===== src/include/ifetch_settings.svh =====
// Build-time settings for the instruction fetch subsystem
// Datapath widths, reset address, in-flight limit, memory geometry

`ifndef IFETCH_SETTINGS_SVH
`define IFETCH_SETTINGS_SVH

// Datapath widths
`define IFETCH_ADDR_BITS      32
`define IFETCH_INST_BITS      32
`define IFETCH_EPOCH_BITS     4

// First fetch address out of reset
`define IFETCH_RESET_ADDR     32'h0000_0100

// Fetch side limit on outstanding reads
`define IFETCH_MAX_IN_FLIGHT  4

// Memory geometry, 256 words indexed by pc[9:2]
`define IFETCH_MEM_WORDS      256
`define IFETCH_MEM_LATENCY    2
`define IFETCH_QUEUE_DEPTH    4

`endif


===== src/design/ifetch_pkg.sv =====
// Shared types for the instruction fetch subsystem
// Memory request opcode and response queue status

package ifetch_pkg;

  // ---------------------------------------------------------------------
  // Memory request opcode
  // ---------------------------------------------------------------------

  // Fetch only ever reads
  // Write is kept so the opcode field has a meaning on the bus
  typedef enum logic {
    mem_read  = 1'b0,
    mem_write = 1'b1
  } mem_op_e;

  // ---------------------------------------------------------------------
  // Response queue status
  // ---------------------------------------------------------------------

  // Reported by resp_queue every cycle
  // Partial means at least one entry and at least one free slot
  typedef enum logic [1:0] {
    q_empty   = 2'd0,
    q_partial = 2'd1,
    q_full    = 2'd2
  } queue_state_e;

endpackage


===== src/design/fetch_unit.sv =====
// Fetch unit with pc register, epoch tag and in-flight counter
// Redirect on squash, drop of stale responses, decode handshake

`timescale 1ns/100ps

`include "ifetch_settings.svh"

module fetch_unit (
  input  logic                           clk,
  input  logic                           rst,
  // Redirect from decode
  input  logic                           squash,
  input  logic [`IFETCH_ADDR_BITS-1:0]   branch_target,
  // Memory response
  input  logic                           resp_val,
  input  logic [`IFETCH_ADDR_BITS-1:0]   resp_addr,
  input  logic [`IFETCH_INST_BITS-1:0]   resp_data,
  input  logic [`IFETCH_EPOCH_BITS-1:0]  resp_epoch,
  output logic                           resp_rdy,
  // Memory request
  output logic                           req_val,
  input  logic                           req_rdy,
  output ifetch_pkg::mem_op_e            req_op,
  output logic [`IFETCH_ADDR_BITS-1:0]   req_addr,
  output logic [`IFETCH_EPOCH_BITS-1:0]  req_epoch,
  // Decode stage
  output logic                           d_val,
  input  logic                           d_rdy,
  output logic [`IFETCH_ADDR_BITS-1:0]   d_pc,
  output logic [`IFETCH_INST_BITS-1:0]   d_inst
);

  localparam int CNT_BITS = $clog2(`IFETCH_MAX_IN_FLIGHT + 1);
  localparam logic [CNT_BITS-1:0] MAX_L = CNT_BITS'(`IFETCH_MAX_IN_FLIGHT);
  localparam logic [`IFETCH_ADDR_BITS-1:0] WORD_STEP = `IFETCH_ADDR_BITS'(4);

  logic                           req_xfer;
  logic                           resp_xfer;
  logic [CNT_BITS-1:0]            in_flight;
  logic [`IFETCH_ADDR_BITS-1:0]   pc;
  logic [`IFETCH_EPOCH_BITS-1:0]  epoch;
  logic [`IFETCH_EPOCH_BITS-1:0]  epoch_next;
  logic                           drop;

  assign req_xfer  = req_val && req_rdy;
  assign resp_xfer = resp_val && resp_rdy;

  // ---------------------------------------------------------------------
  // Outstanding request count
  // ---------------------------------------------------------------------

  // Dropped responses still retire a slot
  always_ff @(posedge clk) begin
    if (rst) begin
      in_flight <= '0;
    end else begin
      case ({req_xfer, resp_xfer})
        2'b10:   in_flight <= in_flight + 1'b1;
        2'b01:   in_flight <= in_flight - 1'b1;
        default: in_flight <= in_flight;
      endcase
    end
  end

  // Independent of req_rdy
  // Low during reset
  assign req_val = !rst && (in_flight < MAX_L);

  // ---------------------------------------------------------------------
  // Program counter and epoch
  // ---------------------------------------------------------------------

  // Target goes out in the squash cycle itself
  assign req_addr = squash ? branch_target : pc;

  always_ff @(posedge clk) begin
    if (rst) begin
      pc <= `IFETCH_RESET_ADDR;
    end else if (req_xfer) begin
      // Squash case included since req_addr is then the target
      pc <= req_addr + WORD_STEP;
    end else if (squash) begin
      pc <= branch_target;
    end
  end

  assign epoch_next = epoch + 1'b1;

  always_ff @(posedge clk) begin
    if (rst) begin
      epoch <= '0;
    end else if (squash) begin
      epoch <= epoch_next;
    end
  end

  // New epoch tags the redirected request right away
  assign req_epoch = squash ? epoch_next : epoch;
  assign req_op    = ifetch_pkg::mem_read;

  // ---------------------------------------------------------------------
  // Response path to decode
  // ---------------------------------------------------------------------

  // Old epoch or anything arriving alongside a squash
  assign drop = (resp_epoch != epoch) || squash;

  // Stale responses drain without waiting on decode
  assign resp_rdy = d_rdy || drop;
  assign d_val    = resp_val && !drop;
  assign d_pc     = resp_addr;
  assign d_inst   = resp_data;

  // ---------------------------------------------------------------------
  // Checks
  // ---------------------------------------------------------------------

  // Counter must respect the limit across all cycles
  a_in_flight_limit : assert property (
    @(posedge clk) disable iff (rst)
    in_flight <= MAX_L
  ) else $error("fetch_unit: in-flight count above limit");

  // Held decode output stays put until taken or squashed
  a_decode_stable : assert property (
    @(posedge clk) disable iff (rst)
    (d_val && !d_rdy && !squash) ##1 !squash
      |-> d_val && $stable(d_pc) && $stable(d_inst)
  ) else $error("fetch_unit: decode output changed while stalled");

endmodule


===== config.mk =====
export PLATFORM = sky130hd
export DESIGN_NAME = fetch_unit
export DESIGN_NICKNAME = d
export VERILOG_FILES = /design/src/design/ifetch_pkg.sv /design/src/design/fetch_unit.sv
export VERILOG_INCLUDE_DIRS = /design/src /design/src/include
export SDC_FILE = /design/constraint.sdc
export NUM_CORES = 1
export LEC_CHECK = 0
export BUFFER_PORTS_ARGS = -buffer_cell sky130_fd_sc_hd__buf_4
export CAP_MARGIN = 25
export CORE_UTILIZATION = 42
export DETAILED_ROUTE_END_ITERATION = 12
export PLACE_DENSITY = 0.81
export SYNTH_ARGS = -nofsm -noshare
export SYNTH_HDL_FRONTEND = slang
export SYNTH_SLANG_ARGS = --single-unit
export TNS_END_PERCENT = 100

===== constraint.sdc =====
create_clock -name clk -period 3.03 [get_ports clk]
set_input_delay 0.1515 -clock clk [delete_from_list [all_inputs] [get_ports clk]]
set_output_delay 0.1515 -clock clk [all_outputs]
set_load 0.05 [all_outputs]

# ---- Yosys cells after proc, flatten, opt, wreduce, memory -nomap -nowiden
# Cells that the tools add are included.
dict set report totals {
  word_cells 24
  output_inout_bits 104
  regBits 39
  inputBits 106
}
dict set report classes {
  addsub 4
  n_mux 4
  n_lt_le_gt_ge 1
  eq_ne 3
  n_reduce_logical 9
}
# operator n
set op_table {}
lappend op_table {{two-way mux 32 bit} 2}
lappend op_table {{adder 32 x 3 -> 32 bit, second input constant} 1}
lappend op_table {{case mux 3 bit (2 select lines)} 1}
lappend op_table {{adder 4 x 1 -> 4 bit, second input constant} 1}
lappend op_table {{logical AND 1 bit} 4}
lappend op_table {{two-way mux 4 bit} 1}
lappend op_table {{!= test 4 bit} 1}
lappend op_table {{adder 3 x 1 -> 3 bit, second input constant} 1}
lappend op_table {{less-than comparator 3 bit, second input constant} 1}
lappend op_table {{subtractor 3 x 1 -> 3 bit, second input constant} 1}
lappend op_table {{== test 2 x 1 -> 1 bit, second input constant} 1}
lappend op_table {{== test 2 bit, second input constant} 1}
lappend op_table {{logical NOT 1 bit} 2}
lappend op_table {{logical OR 1 bit} 2}
lappend op_table {{nonzero test 2 bit} 1}

# ---- Longest topological paths before layout
# Gate-level depths: netlist (run 1).
dict set report logic_depth {
  word_depth 6
  ltp_mapped 14
  mapped_depth_nobuf 11
}

# ---- Worst setup path before layout (run 1)
# Ideal clock, no wire load.
dict set report synth_path {
  kind {input -> register}
  start {input squash}
  end {register in_flight[2]}
  t_arrival_ns 2.583
  setup_time_ns 0.071
  path_buffers 4
  cell_stages 14
  setup_slack_ns 0.377
  t_required_ns 2.959
  cell_sequence {buf_4 -> buf_4 -> buf_2 -> buf_4 -> nor2_1 -> nand4_1 -> or2_2 -> and2_1 -> ha_1 -> inv_1 -> fa_1 -> xor2_1 -> or3_1 -> a21oi_1}
}
dict set report synth_via {
  elab_chain_cells 5
  word_cells_on_any_way 7
  cone_classes {2 x eq/ne; 1 x mux; 4 x reduce/logical}
}
# element line_no
set synth_lines {}
lappend synth_lines {{start: declaration} fetch_unit.sv:12} ;# input logic squash,
lappend synth_lines {{logical OR 1 bit *} fetch_unit.sv:106} ;# assign drop = (resp_epoch != epoch) || squash;
lappend synth_lines {{logical OR 1 bit *} fetch_unit.sv:109} ;# assign resp_rdy = d_rdy || drop;
lappend synth_lines {{via resp_rdy} fetch_unit.sv:19} ;# output logic resp_rdy,
lappend synth_lines {{logical AND 1 bit *} fetch_unit.sv:46} ;# assign resp_xfer = resp_val && resp_rdy;
lappend synth_lines {{== test 2 x 1 -> 1 bit / == test 2 bit (equally long branches)} fetch_unit.sv:57} ;# case ({req_xfer, resp_xfer})
lappend synth_lines {{case mux 3 bit (2 select lines) / nonzero test 2 bit (equally long branches)} -}
lappend synth_lines {{end signal: assignment} fetch_unit.sv:58} ;# 2'b10: in_flight <= in_flight + 1'b1;
lappend synth_lines {{end signal: assignment} fetch_unit.sv:59} ;# 2'b01: in_flight <= in_flight - 1'b1;
lappend synth_lines {{end signal: assignment} fetch_unit.sv:60} ;# default: in_flight <= in_flight;
lappend synth_lines {{end: declaration} fetch_unit.sv:39} ;# logic [CNT_BITS-1:0] in_flight;
# Mark *: on every way through the listed nets, which the timed path passes. The rest lies on a longest branch.
# A chain may end at the register's enable or synchronous reset.

# ---- Worst setup path in the final report (run 1)
dict set report layout_path {
  start {register epoch[1]}
  end {register in_flight[2]}
}
dict set report layout_via {
  elab_chain_cells 6
  word_cells_on_any_way 8
  cone_classes {3 x eq/ne; 1 x mux; 4 x reduce/logical}
}
# element line_no
set layout_lines {}
lappend layout_lines {{start: declaration} fetch_unit.sv:41} ;# logic [`IFETCH_EPOCH_BITS-1:0] epoch;
lappend layout_lines {{start signal: assignment} fetch_unit.sv:93} ;# epoch <= epoch_next;
lappend layout_lines {{!= test 4 bit *} fetch_unit.sv:106}
lappend layout_lines {{logical OR 1 bit *} fetch_unit.sv:106}
lappend layout_lines {{logical OR 1 bit *} fetch_unit.sv:109}
lappend layout_lines {{logical AND 1 bit *} fetch_unit.sv:46}
lappend layout_lines {{== test 2 x 1 -> 1 bit / == test 2 bit (equally long branches)} fetch_unit.sv:57}
lappend layout_lines {{case mux 3 bit (2 select lines) / nonzero test 2 bit (equally long branches)} -}
# Every way passes the cells marked *; elsewhere a longest branch is shown, timed or not.

==> results.toml, run 1 <==
[layout]
fin_area_mm2 = 0.00327
mostFrequentLayoutCell = "buf_4"
layout-drive-gt1-share_pct = 36.8
area_delta_synth_final_pct = 7.84
final_core_util_pct = 47.6
layout.cells.most_common_list = "buf_4 (83), dfxtp_1 (39), nor2_1 (23)"
instances_no_fill = 447
n_antenna_cell = 0
fin_nets = 460
fill_cells = 682

[critical_path]
r2r-start = "epoch[1]"
path_max_fanout = 4
worstPathRequired_ns = 3.26
crit_type = "flop to flop"
cp_cell_sequence = "xor2_1, nor2_1, nand4_1, or2_2, and2_1, ha_1, inv_1, fa_1, xor2_1, or3_1, a21oi_1"
cpPeakStageDelay_ns = 0.39
startpoint = "epoch[1]"
cpMostUsedCell = "xor2_1"
worstPathArrival_ns = 2.54
critPathBufInv = 1
critPathCaptureType = "flop"
path_delay_family = "simple AND/OR/NAND/NOR gates"
critPathLaunchType = "flop"
cp_slowest_cell = "dfxtp_1"

[floorplan]
die_y_um = 86.9
design.core.area_mm2 = 0.00687
die_w_um = 86.9
die-area_mm2 = 0.00756
rows = 30
initial_core_util_pct = 44.1
design.portCount = 210

[synth]
synth_top_area_share_pct = 25.8
synth_area_mm2 = 0.00303
syn_avg_cell_area_um2 = 8.86
yosys.area.top_type = "dfxtp_1"
ys_seq_area_share_pct = 25.8
synthCells = 342
synth_warnings = 0
yosysUniqueCellTypes = 53
ys_ff_latch = 39
syn-num-nets = 452
async_reset_ff_share_pct = 0
synthFlopType = "dfxtp_1"
synth_edf_count = 0
netlist_top_cells_area = "dfxtp_1 (26%), buf_4 (17%), mux2_2 (8.2%)"

[detailed_routing]
final_antenna_net_count = 0
wl_per_cell_um = 14.6
dr.pass1.iters = 5
drt_iter0_drc = 103
viasPerCell = 5.19
wl_um = 6540
vias = 2320
drc = 0

[timing]
finalHoldViolations = 0
maxSlewHeadroom_pct = 60.7
setup-tns-final_ns = 0
setup_viol = 0
fmax_mhz = 433
fin_crit_sh_pct = 76.3
worstMarginPinSlew_ns = 0.589
setup_slack_ns = 0.719
holdWs_ns = 0.0994
layout_min_cycle_time_ns = 2.31
finClkSkew_ns = 0.00408
finalMaxSlewViolations = 0
rsz0062_at_grt = "false"

[global_routing]
grt_max_degree = 46
gr-total-overflow = 0
track_usage_pct = 17.5
grt_pass1_vias = 2178
antenna_found_initial = 0
grt_pass1_wl_um = 10400

[clock_tree]
cts_setup_buffers = 0
clkSinkCount = 39
ctsHtreeMaxLevel = 2
cts_hold_buffers = 0
cts_buffers = 5
cts_tree = "done"
ctsRootBufferMaster = "clkbuf_8"
clockBufferDepth = 2
clkLatencyLatePin_ns = 0.29
cts_resized = 0
clk_pin_slew_ns = 0.07

[placed_design]
place.gp.congestion = 0.809
pre_cts_ws_ns = 0.628
dp_hpwl_um = 5010
place_area_mm2 = 0.00317
dp.cells = 439
io_buffers = 80

[power]
p_total_mw = 1.45
peakVddDrop_mv = 0.210
cellPowerDensity_mw_per_mm2 = 443
p_leak_nw = 1.52

[run_status]
outcome = "finished clean"

[min_path]
hold_path_class = "primary input to flop"
min_from = "req_rdy"

[flow_run]
cap_viol_max_count = 0
-- registers in the layout (all words and copies together), names as in the netlist --
register and cells:
pc 32, in_flight 3, epoch 4
-- where the power goes --
| part | internal, mW | leakage (nW) | total [mW] | switching (mW) |
|---|---|---|---|---|
| clock | 0.208 | 0.0515 | 0.390 | 0.182 |
| combinational | 0.180 | 1.14 | 0.483 | 0.303 |
| sequential | 0.551 | 0.322 | 0.576 | 0.0254 |
-- path summary, 6_finish.rpt --
check,to,slack (ns),cells past startpoint
hold reg to reg,in_flight[1],0.49,2
hold / removal,pc[3],0.1,3
setup / recovery,in_flight[2],0.72,11
setup reg to reg,in_flight[2],0.72,11
-- per-layer routing --
layer | wire length (um) | vias up | global-route usage (%)
li1 | - | 1136 | -
met1 | 2610 | 1077 | 20.6
met2 | 3300 | 87 | 28.8
met3 | 532 | 20 | 6.16
met4 | 93 | 0 | 7.27
met5 | 0 | - | 0
-- layout make-up --
cell class	instances	area, um2	share of cell area [%]
repair buffers	83	623	19.1
multi-input cells	207	1590	48.7
clock buffers	8	100	3.06
flip-flops and latches	39	781	23.9
well taps	96	120	3.68
inverters	14	52.6	1.61
-- cell usage after synthesis (2+ instances only) --
library cell	number
nand3b_1	4
nand3b_4	2
nand2_1	9
nor2_1	23
a211oi_1	2
inv_1	14
a21oi_1	15
and4_1	2
mux2i_1	10
mux2_2	22
buf_4	70
a31o_2	2
and3_1	9
xor2_1	13
nand3_1	17
o21ai_0	5
xnor2_1	8
a21o_1	4
nand4_1	10
ha_1	3
dfxtp_1	39
clkbuf_1	4
buf_2	4
nor3_1	9
nand4b_1	2
buf_6	4
mux2_4	2
nor2b_1	9
-- cells by family (layout without fill, tap and decap cells) --
kind of cell / count (synthesis) / in the layout / share of synthesized area, %
xor gates and xnor gates: 21 / 21 / 6.07
DFF: 39 / 39 / 25.8
other: 1 / 1 / 0.124
muxes: 34 / 34 / 12.5
buffers and inverters: 96 / 105 / 21.7
adders and majority gates: 4 / 4 / 1.90
and+or+nand+nor: 106 / 106 / 21.6
AOI/OAI and AO/OA: 41 / 41 / 10.4
-- tightest hold or removal path: cells and delay by family --
family | cells | cell delay [ns]
simple gates | 1 | 0.05
buf+inv | 1 | 0.09
compound gates | 1 | 0.06
Power figures use the tool's default switching activity.
==> run 2: changes to the inputs <==
==> constraint.sdc (replaced) <==
create_clock -name clk -period 2.2 [get_ports clk]
set_input_delay 0.11 -clock clk [delete_from_list [all_inputs] [get_ports clk]]
set_output_delay 0.11 -clock clk [all_outputs]
set_load 0.05 [all_outputs]
==> run 2 against run 1 <==
  * Final area rose by 4.0%
  * Cell count rose by 3.1%
  * Fmax rose by 11%
  * Hold slack got worse by 0.022 ns
  * Routed wire length rose by 0.31%
  * Global-route usage barely moved
==> results.toml, run 2 (same netlist as run 1, synthesis figures left out) <==
[run_status]
outcome = "finished clean"

[detailed_routing]
viasPerCell = 5.15
wl_met1_um = 2600
highest_layer = "met4"
final_antenna_net_count = 0
wl_per_cell_um = 14.2
wl_um = 6560
met3_length_um = 469
drc = 0
drt_iter0_drc = 72
dr.pass1.iters = 4
dr_wl_met2_um = 3250
vias = 2372

[global_routing]
grt_pass1_wl_um = 10400
gr-total-overflow = 0
grt_pass1_vias = 2336
antenna_found_initial = 0
track_usage_pct = 17.5
grt_max_degree = 44

[layout]
instances_no_fill = 461
top_regs = "pc x32, epoch x4, in_flight x3"
n_antenna_cell = 0
area_delta_synth_final_pct = 12.1
layout.cells.most_common_list = "buf_4 (97), dfxtp_1 (38), nor2_1 (23)"
fill_cells = 659
largest_reg_flops = 32
fin_nets = 474
top_register = "pc"
mostFrequentLayoutCell = "buf_4"
layout-drive-gt1-share_pct = 41.1

[power]
cellPowerDensity_mw_per_mm2 = 576
switchingPower_mw = 0.706
p_leak_nw = 1.59
combPwrFrac_pct = 35.4
clkPwrFrac_pct = 23.9
peakVddDrop_mv = 0.338
p_sw_share_pct = 36.1
internal_power_mw = 1.25
share_seq_of_total_power_pct = 40.7

[min_path]
hold_end = "pc[3]"
hold_depth = 3
hold_path_class = "primary input to flop"
min_from = "req_rdy"

[timing]
finalHoldViolations = 0
fin_crit_sh_pct = 94.5
setup-tns-final_ns = 0
finalMaxSlewViolations = 0
worstMarginPinSlew_ns = 0.531
fmax_mhz = 481
rsz0062_at_grt = "false"
layout_min_cycle_time_ns = 2.08
maxSlewHeadroom_pct = 63.6
finClkSkew_ns = 0.00401
setup_viol = 0

[placed_design]
dp.cells = 452
io_buffers = 80
dp_hpwl_um = 5210
place.gp.congestion = 0.882

[critical_path]
critPathLaunchType = "flop"
worstPathRequired_ns = 2.42
r2r_setup_slack_ns = 0.12
worstPathArrival_ns = 2.30
crit_type = "flop to flop"
path_max_fanout = 4
critPathCaptureType = "flop"
r2r-start = "epoch[0]"
r2r-end = "in_flight[2]"
reg2reg_depth = 10

[clock_tree]
clkLatencyLatePin_ns = 0.29
clkSinkCount = 39
cts_tree = "done"
cts_buffers = 5
ctsHtreeMaxLevel = 2
clockBufferDepth = 2
ctsRootBufferMaster = "clkbuf_8"
clk_pin_slew_ns = 0.07

[floorplan]
die_w_um = 86.9
design.core.area_mm2 = 0.00687
initial_core_util_pct = 44.1
rows = 30
die_y_um = 86.9
die-area_mm2 = 0.00756
design.portCount = 210

[flow_run]
cap_viol_max_count = 0
==> run 2: routing by layer <==
layer | vias to the layer above | GRT usage [%]
met5 | - | 0
met4 | 0 | 10.2
met3 | 39 | 4.93
met2 | 88 | 30.9
met1 | 1088 | 18.6
li1 | 1157 | -
==> run 2: repair_timing <==
action,in CTS,in global routing
hold buffers,0,0
endpoints found under the hold margin,0,0
buffers inserted,0,1
gates resized for setup,0,2
setup endpoints to repair,0,1
==> run 2: how the worst max path moves through the flow <==
stage	startpoint	end
finish	epoch[0]	in_flight[2]
global route	epoch[1]	in_flight[2]
CTS	epoch[1]	in_flight[2]
detailed placement	epoch[1]	in_flight[2]
global placement	epoch[1]	in_flight[2]
floorplan	squash	in_flight[2]
==> run 2: power by group through the flow <==
stage / clock (mW) / sequential (mW) / combinational, mW
global placement: 0 / 0.808 / 0.678
detailed placement: 0 / 0.812 / 0.690
global route: 0.511 / 0.802 / 0.739
CTS: 0.480 / 0.795 / 0.693
finish: 0.467 / 0.796 / 0.693
floorplan: 0 / 0.802 / 0.807
==> run 2: metrics by stage <==
stage	power, mW	cell area (um2)	hold WS (ns)	util [%]	setup slack (ns)
after floorplan	1.61	3090	0.240	-	-0.0351
after global placement	1.49	3300	0.220	48.1	0.160
after detailed placement	1.50	3300	0.220	48.1	0.0881
after CTS	1.97	3390	0.0700	49.3	0.0632
after global routing	2.05	3400	0.0947	49.5	0.00843
final	1.96	3400	0.0770	49.5	0.121
==> run 2: worst max-delay path: stages, from the launching register on <==
cell	delay, ns
dfxtp_1	0.42
xnor2_1	0.15
nand4_1	0.13
or2_4	0.27
and2_4	0.14
ha_4	0.15
inv_1	0.06
fa_2	0.19
xor2_1	0.07
or3_1	0.32
a21oi_2	0.11
==> run 2: cell type report <==
class	instances	area [um2]	share of cell area, %
multi-input cells	207	1630	48.1
flip-flops and latches	39	782	23.0
repair buffers	97	728	21.4
well taps	96	120	3.53
clock buffers	7	76.3	2.25
inverters	14	52.6	1.55
clock inverters	1	5.00	0.147
==> run 3: changes to the inputs <==
--- a/config.mk
+++ b/config.mk
@@ -8,7 +8,8 @@
 export LEC_CHECK = 0
 export BUFFER_PORTS_ARGS = -buffer_cell sky130_fd_sc_hd__buf_4
 export CAP_MARGIN = 25
-export CORE_UTILIZATION = 42
+export CORE_ASPECT_RATIO = 2
+export CORE_UTILIZATION = 38
 export DETAILED_ROUTE_END_ITERATION = 12
 export PLACE_DENSITY = 0.81
 export SYNTH_ARGS = -nofsm -noshare
==> constraint.sdc (replaced) <==
create_clock -name clk -period 1.8 [get_ports clk]
set_input_delay 0.09 -clock clk [delete_from_list [all_inputs] [get_ports clk]]
set_output_delay 0.09 -clock clk [all_outputs]
set_load 0.05 [all_outputs]
==> run 3 against run 2 <==
  * The flow now finishes with violations (setup timing)
  * Non-clock buffer count up 41
  * Clock skew up 0.0017 ns
  * Fmax about the same
  * Critical path type unchanged
  * Highest routed layer unchanged
  * Hold slack better by 0.093 ns
  * Via count up 9.9%
  * Register-to-register slack worse by 0.40 ns
==> results.toml, run 3 (same netlist as run 1, synthesis figures left out) <==
[run_status]
outcome = "finished, violations left"
violations = "setup timing"

[critical_path]
cp_slowest_cell = "fa_2"
worstPathArrival_ns = 2.29
critPathLaunchType = "flop"
cpPeakStageDelay_ns = 0.35
worstPathRequired_ns = 2.01
r2r-end = "in_flight[2]"
path_delay_family = "simple AND/OR/NAND/NOR gates"
reg2reg_depth = 11
cp_cell_sequence = "xor2_1, nor2_1, nand4_1, or2_4, and2_4, ha_4, inv_2, fa_2, xor2_1, or3_1, a21oi_1"
critPathBufInv = 1
cpMostUsedCell = "xor2_1"
crit_type = "flop to flop"
r2r_setup_slack_ns = -0.28
critPathCaptureType = "flop"
r2r-start = "epoch[1]"
path_max_fanout = 2

[timing]
setup_slack_ns = -0.278
setup-tns-final_ns = -0.476
rsz0062_at_grt = "true"
setup_viol = 3
layout_min_cycle_time_ns = 2.08
finalHoldViolations = 0
fin_crit_sh_pct = 115
finClkSkew_ns = 0.00571
finalMaxSlewViolations = 0
fmax_mhz = 481

[min_path]
hold_end = "pc[1]"
hold_path_class = "primary input to flop"
min_from = "branch_target[1]"
hold_depth = 3

[power]
cellPowerDensity_mw_per_mm2 = 714
peakVddDrop_mv = 0.685
p_total_mw = 2.76
p_leak_nw = 1.85

[floorplan]
die_y_um = 128
rows = 45
die_w_um = 65.1
design.core.area_mm2 = 0.00766
initial_core_util_pct = 39.6
die-area_mm2 = 0.00836
design.portCount = 210

[detailed_routing]
final_antenna_net_count = 0
dr.pass1.iters = 4
wl_per_cell_um = 16.8
viasPerCell = 5.24
wl_um = 8360
drt_iter0_drc = 136
drc = 0
vias = 2608

[flow_run]
cap_viol_max_count = 0

[clock_tree]
clkLatencyLatePin_ns = 0.28
clkSinkCount = 39
clk_pin_slew_ns = 0.05
cts_tree = "done"
ctsRootBufferMaster = "clkbuf_16"
cts_hold_buffers = 0
ctsHtreeMaxLevel = 2
cts_buffers = 5
clockBufferDepth = 2

[layout]
multiInputGateArea_mm2 = 0.00172
seq_area_um2 = 785
fin_area_mm2 = 0.00387
mostFrequentLayoutCell = "buf_4"
layout-drive-gt1-share_pct = 49.5
n_antenna_cell = 0
fill_cells = 735
area_delta_synth_final_pct = 27.6
fin_nets = 515
top_register = "pc"
top_regs = "pc x32, epoch x4, in_flight x3"
largest_reg_flops = 32
layout.cells.most_common_list = "buf_4 (132), dfxtp_1 (36), nor2_1 (23)"

[placed_design]
place_area_mm2 = 0.00363
io_buffers = 80
dp_hpwl_um = 6420
place.gp.congestion = 0.893

[global_routing]
grt_max_degree = 44
track_usage_pct = 19.9
grt_pass1_wl_um = 12400
grt_pass1_vias = 2587
gr-total-overflow = 0
antenna_found_initial = 0
==> run 3: changes by cell type in the layout (fill, tap and decap cells not counted), moves of 2 or more <==
cell / change
buf_4: +35
dfxtp_1: -2
buf_6: +5
xnor2_2: +2
dfxtp_2: +2
xnor2_1: -2
clkbuf_8: -5
clkbuf_16: +5
a21oi_2: -2
==> run 3: what timing repair did <==
action,in CTS,in global routing
pin swaps,3,9
setup buffers,2,5
gates cloned,0,1
gates resized for setup,4,9
endpoints found under the setup margin,5,17
==> run 3: worst min-delay path: stages <==
cell	delay, ns
buf_4	0.07
mux2_2	0.14
nor2b_1	0.11
==> run 3: how the worst max path moves through the flow <==
stage / slack, ns / start / depth (start not counted) / to
finish: -0.28 / epoch[1] / 11 / in_flight[2]
CTS: -0.29 / epoch[1] / 11 / in_flight[2]
global placement: -0.20 / epoch[1] / 11 / in_flight[2]
detailed placement: -0.30 / epoch[1] / 11 / in_flight[2]
floorplan: -0.40 / squash / 14 / in_flight[2]
global route: -0.36 / epoch[1] / 11 / in_flight[2]
==> run 3: cell type report <==
class                           count  area share (%)
Clock buffer                        6            3.33
Inverter                           14            1.36
Multi-Input combinational cell    207            44.4
Sequential cell                    39            20.3
Tap cell                           94            3.04
Timing Repair Buffer              138            27.6
==> run 3: per-stage QoR <==
step / std cells / setup WS [ns] / utilization [%] / hold WS, ns
3_5_place_dp: 484 / -0.302 / 47.4 / 0.180
3_3_place_gp: 484 / -0.198 / 47.4 / 0.180
2_1_floorplan: 342 / -0.396 / - / 0.220
5_1_grt: 498 / -0.357 / 50.5 / 0.180
4_1_cts: 492 / -0.291 / 49.6 / 0.168
6_report: 498 / -0.278 / 50.5 / 0.170
==> run 3: power by group <==
part	leakage (nW)	internal, mW	switching (mW)	total [mW]
combinational	1.46	0.400	0.557	0.957
clock	0.0628	0.498	0.336	0.834
sequential	0.323	0.931	0.0397	0.971
==> run 3: per-layer routing <==
layer  wire (um)  vias up  track usage [%]
met1        2640     1222             16.7
met5           0        -                0
met2        4630       82             38.5
met3         528       66             3.56
li1            -     1238                -
met4         565        0             15.7
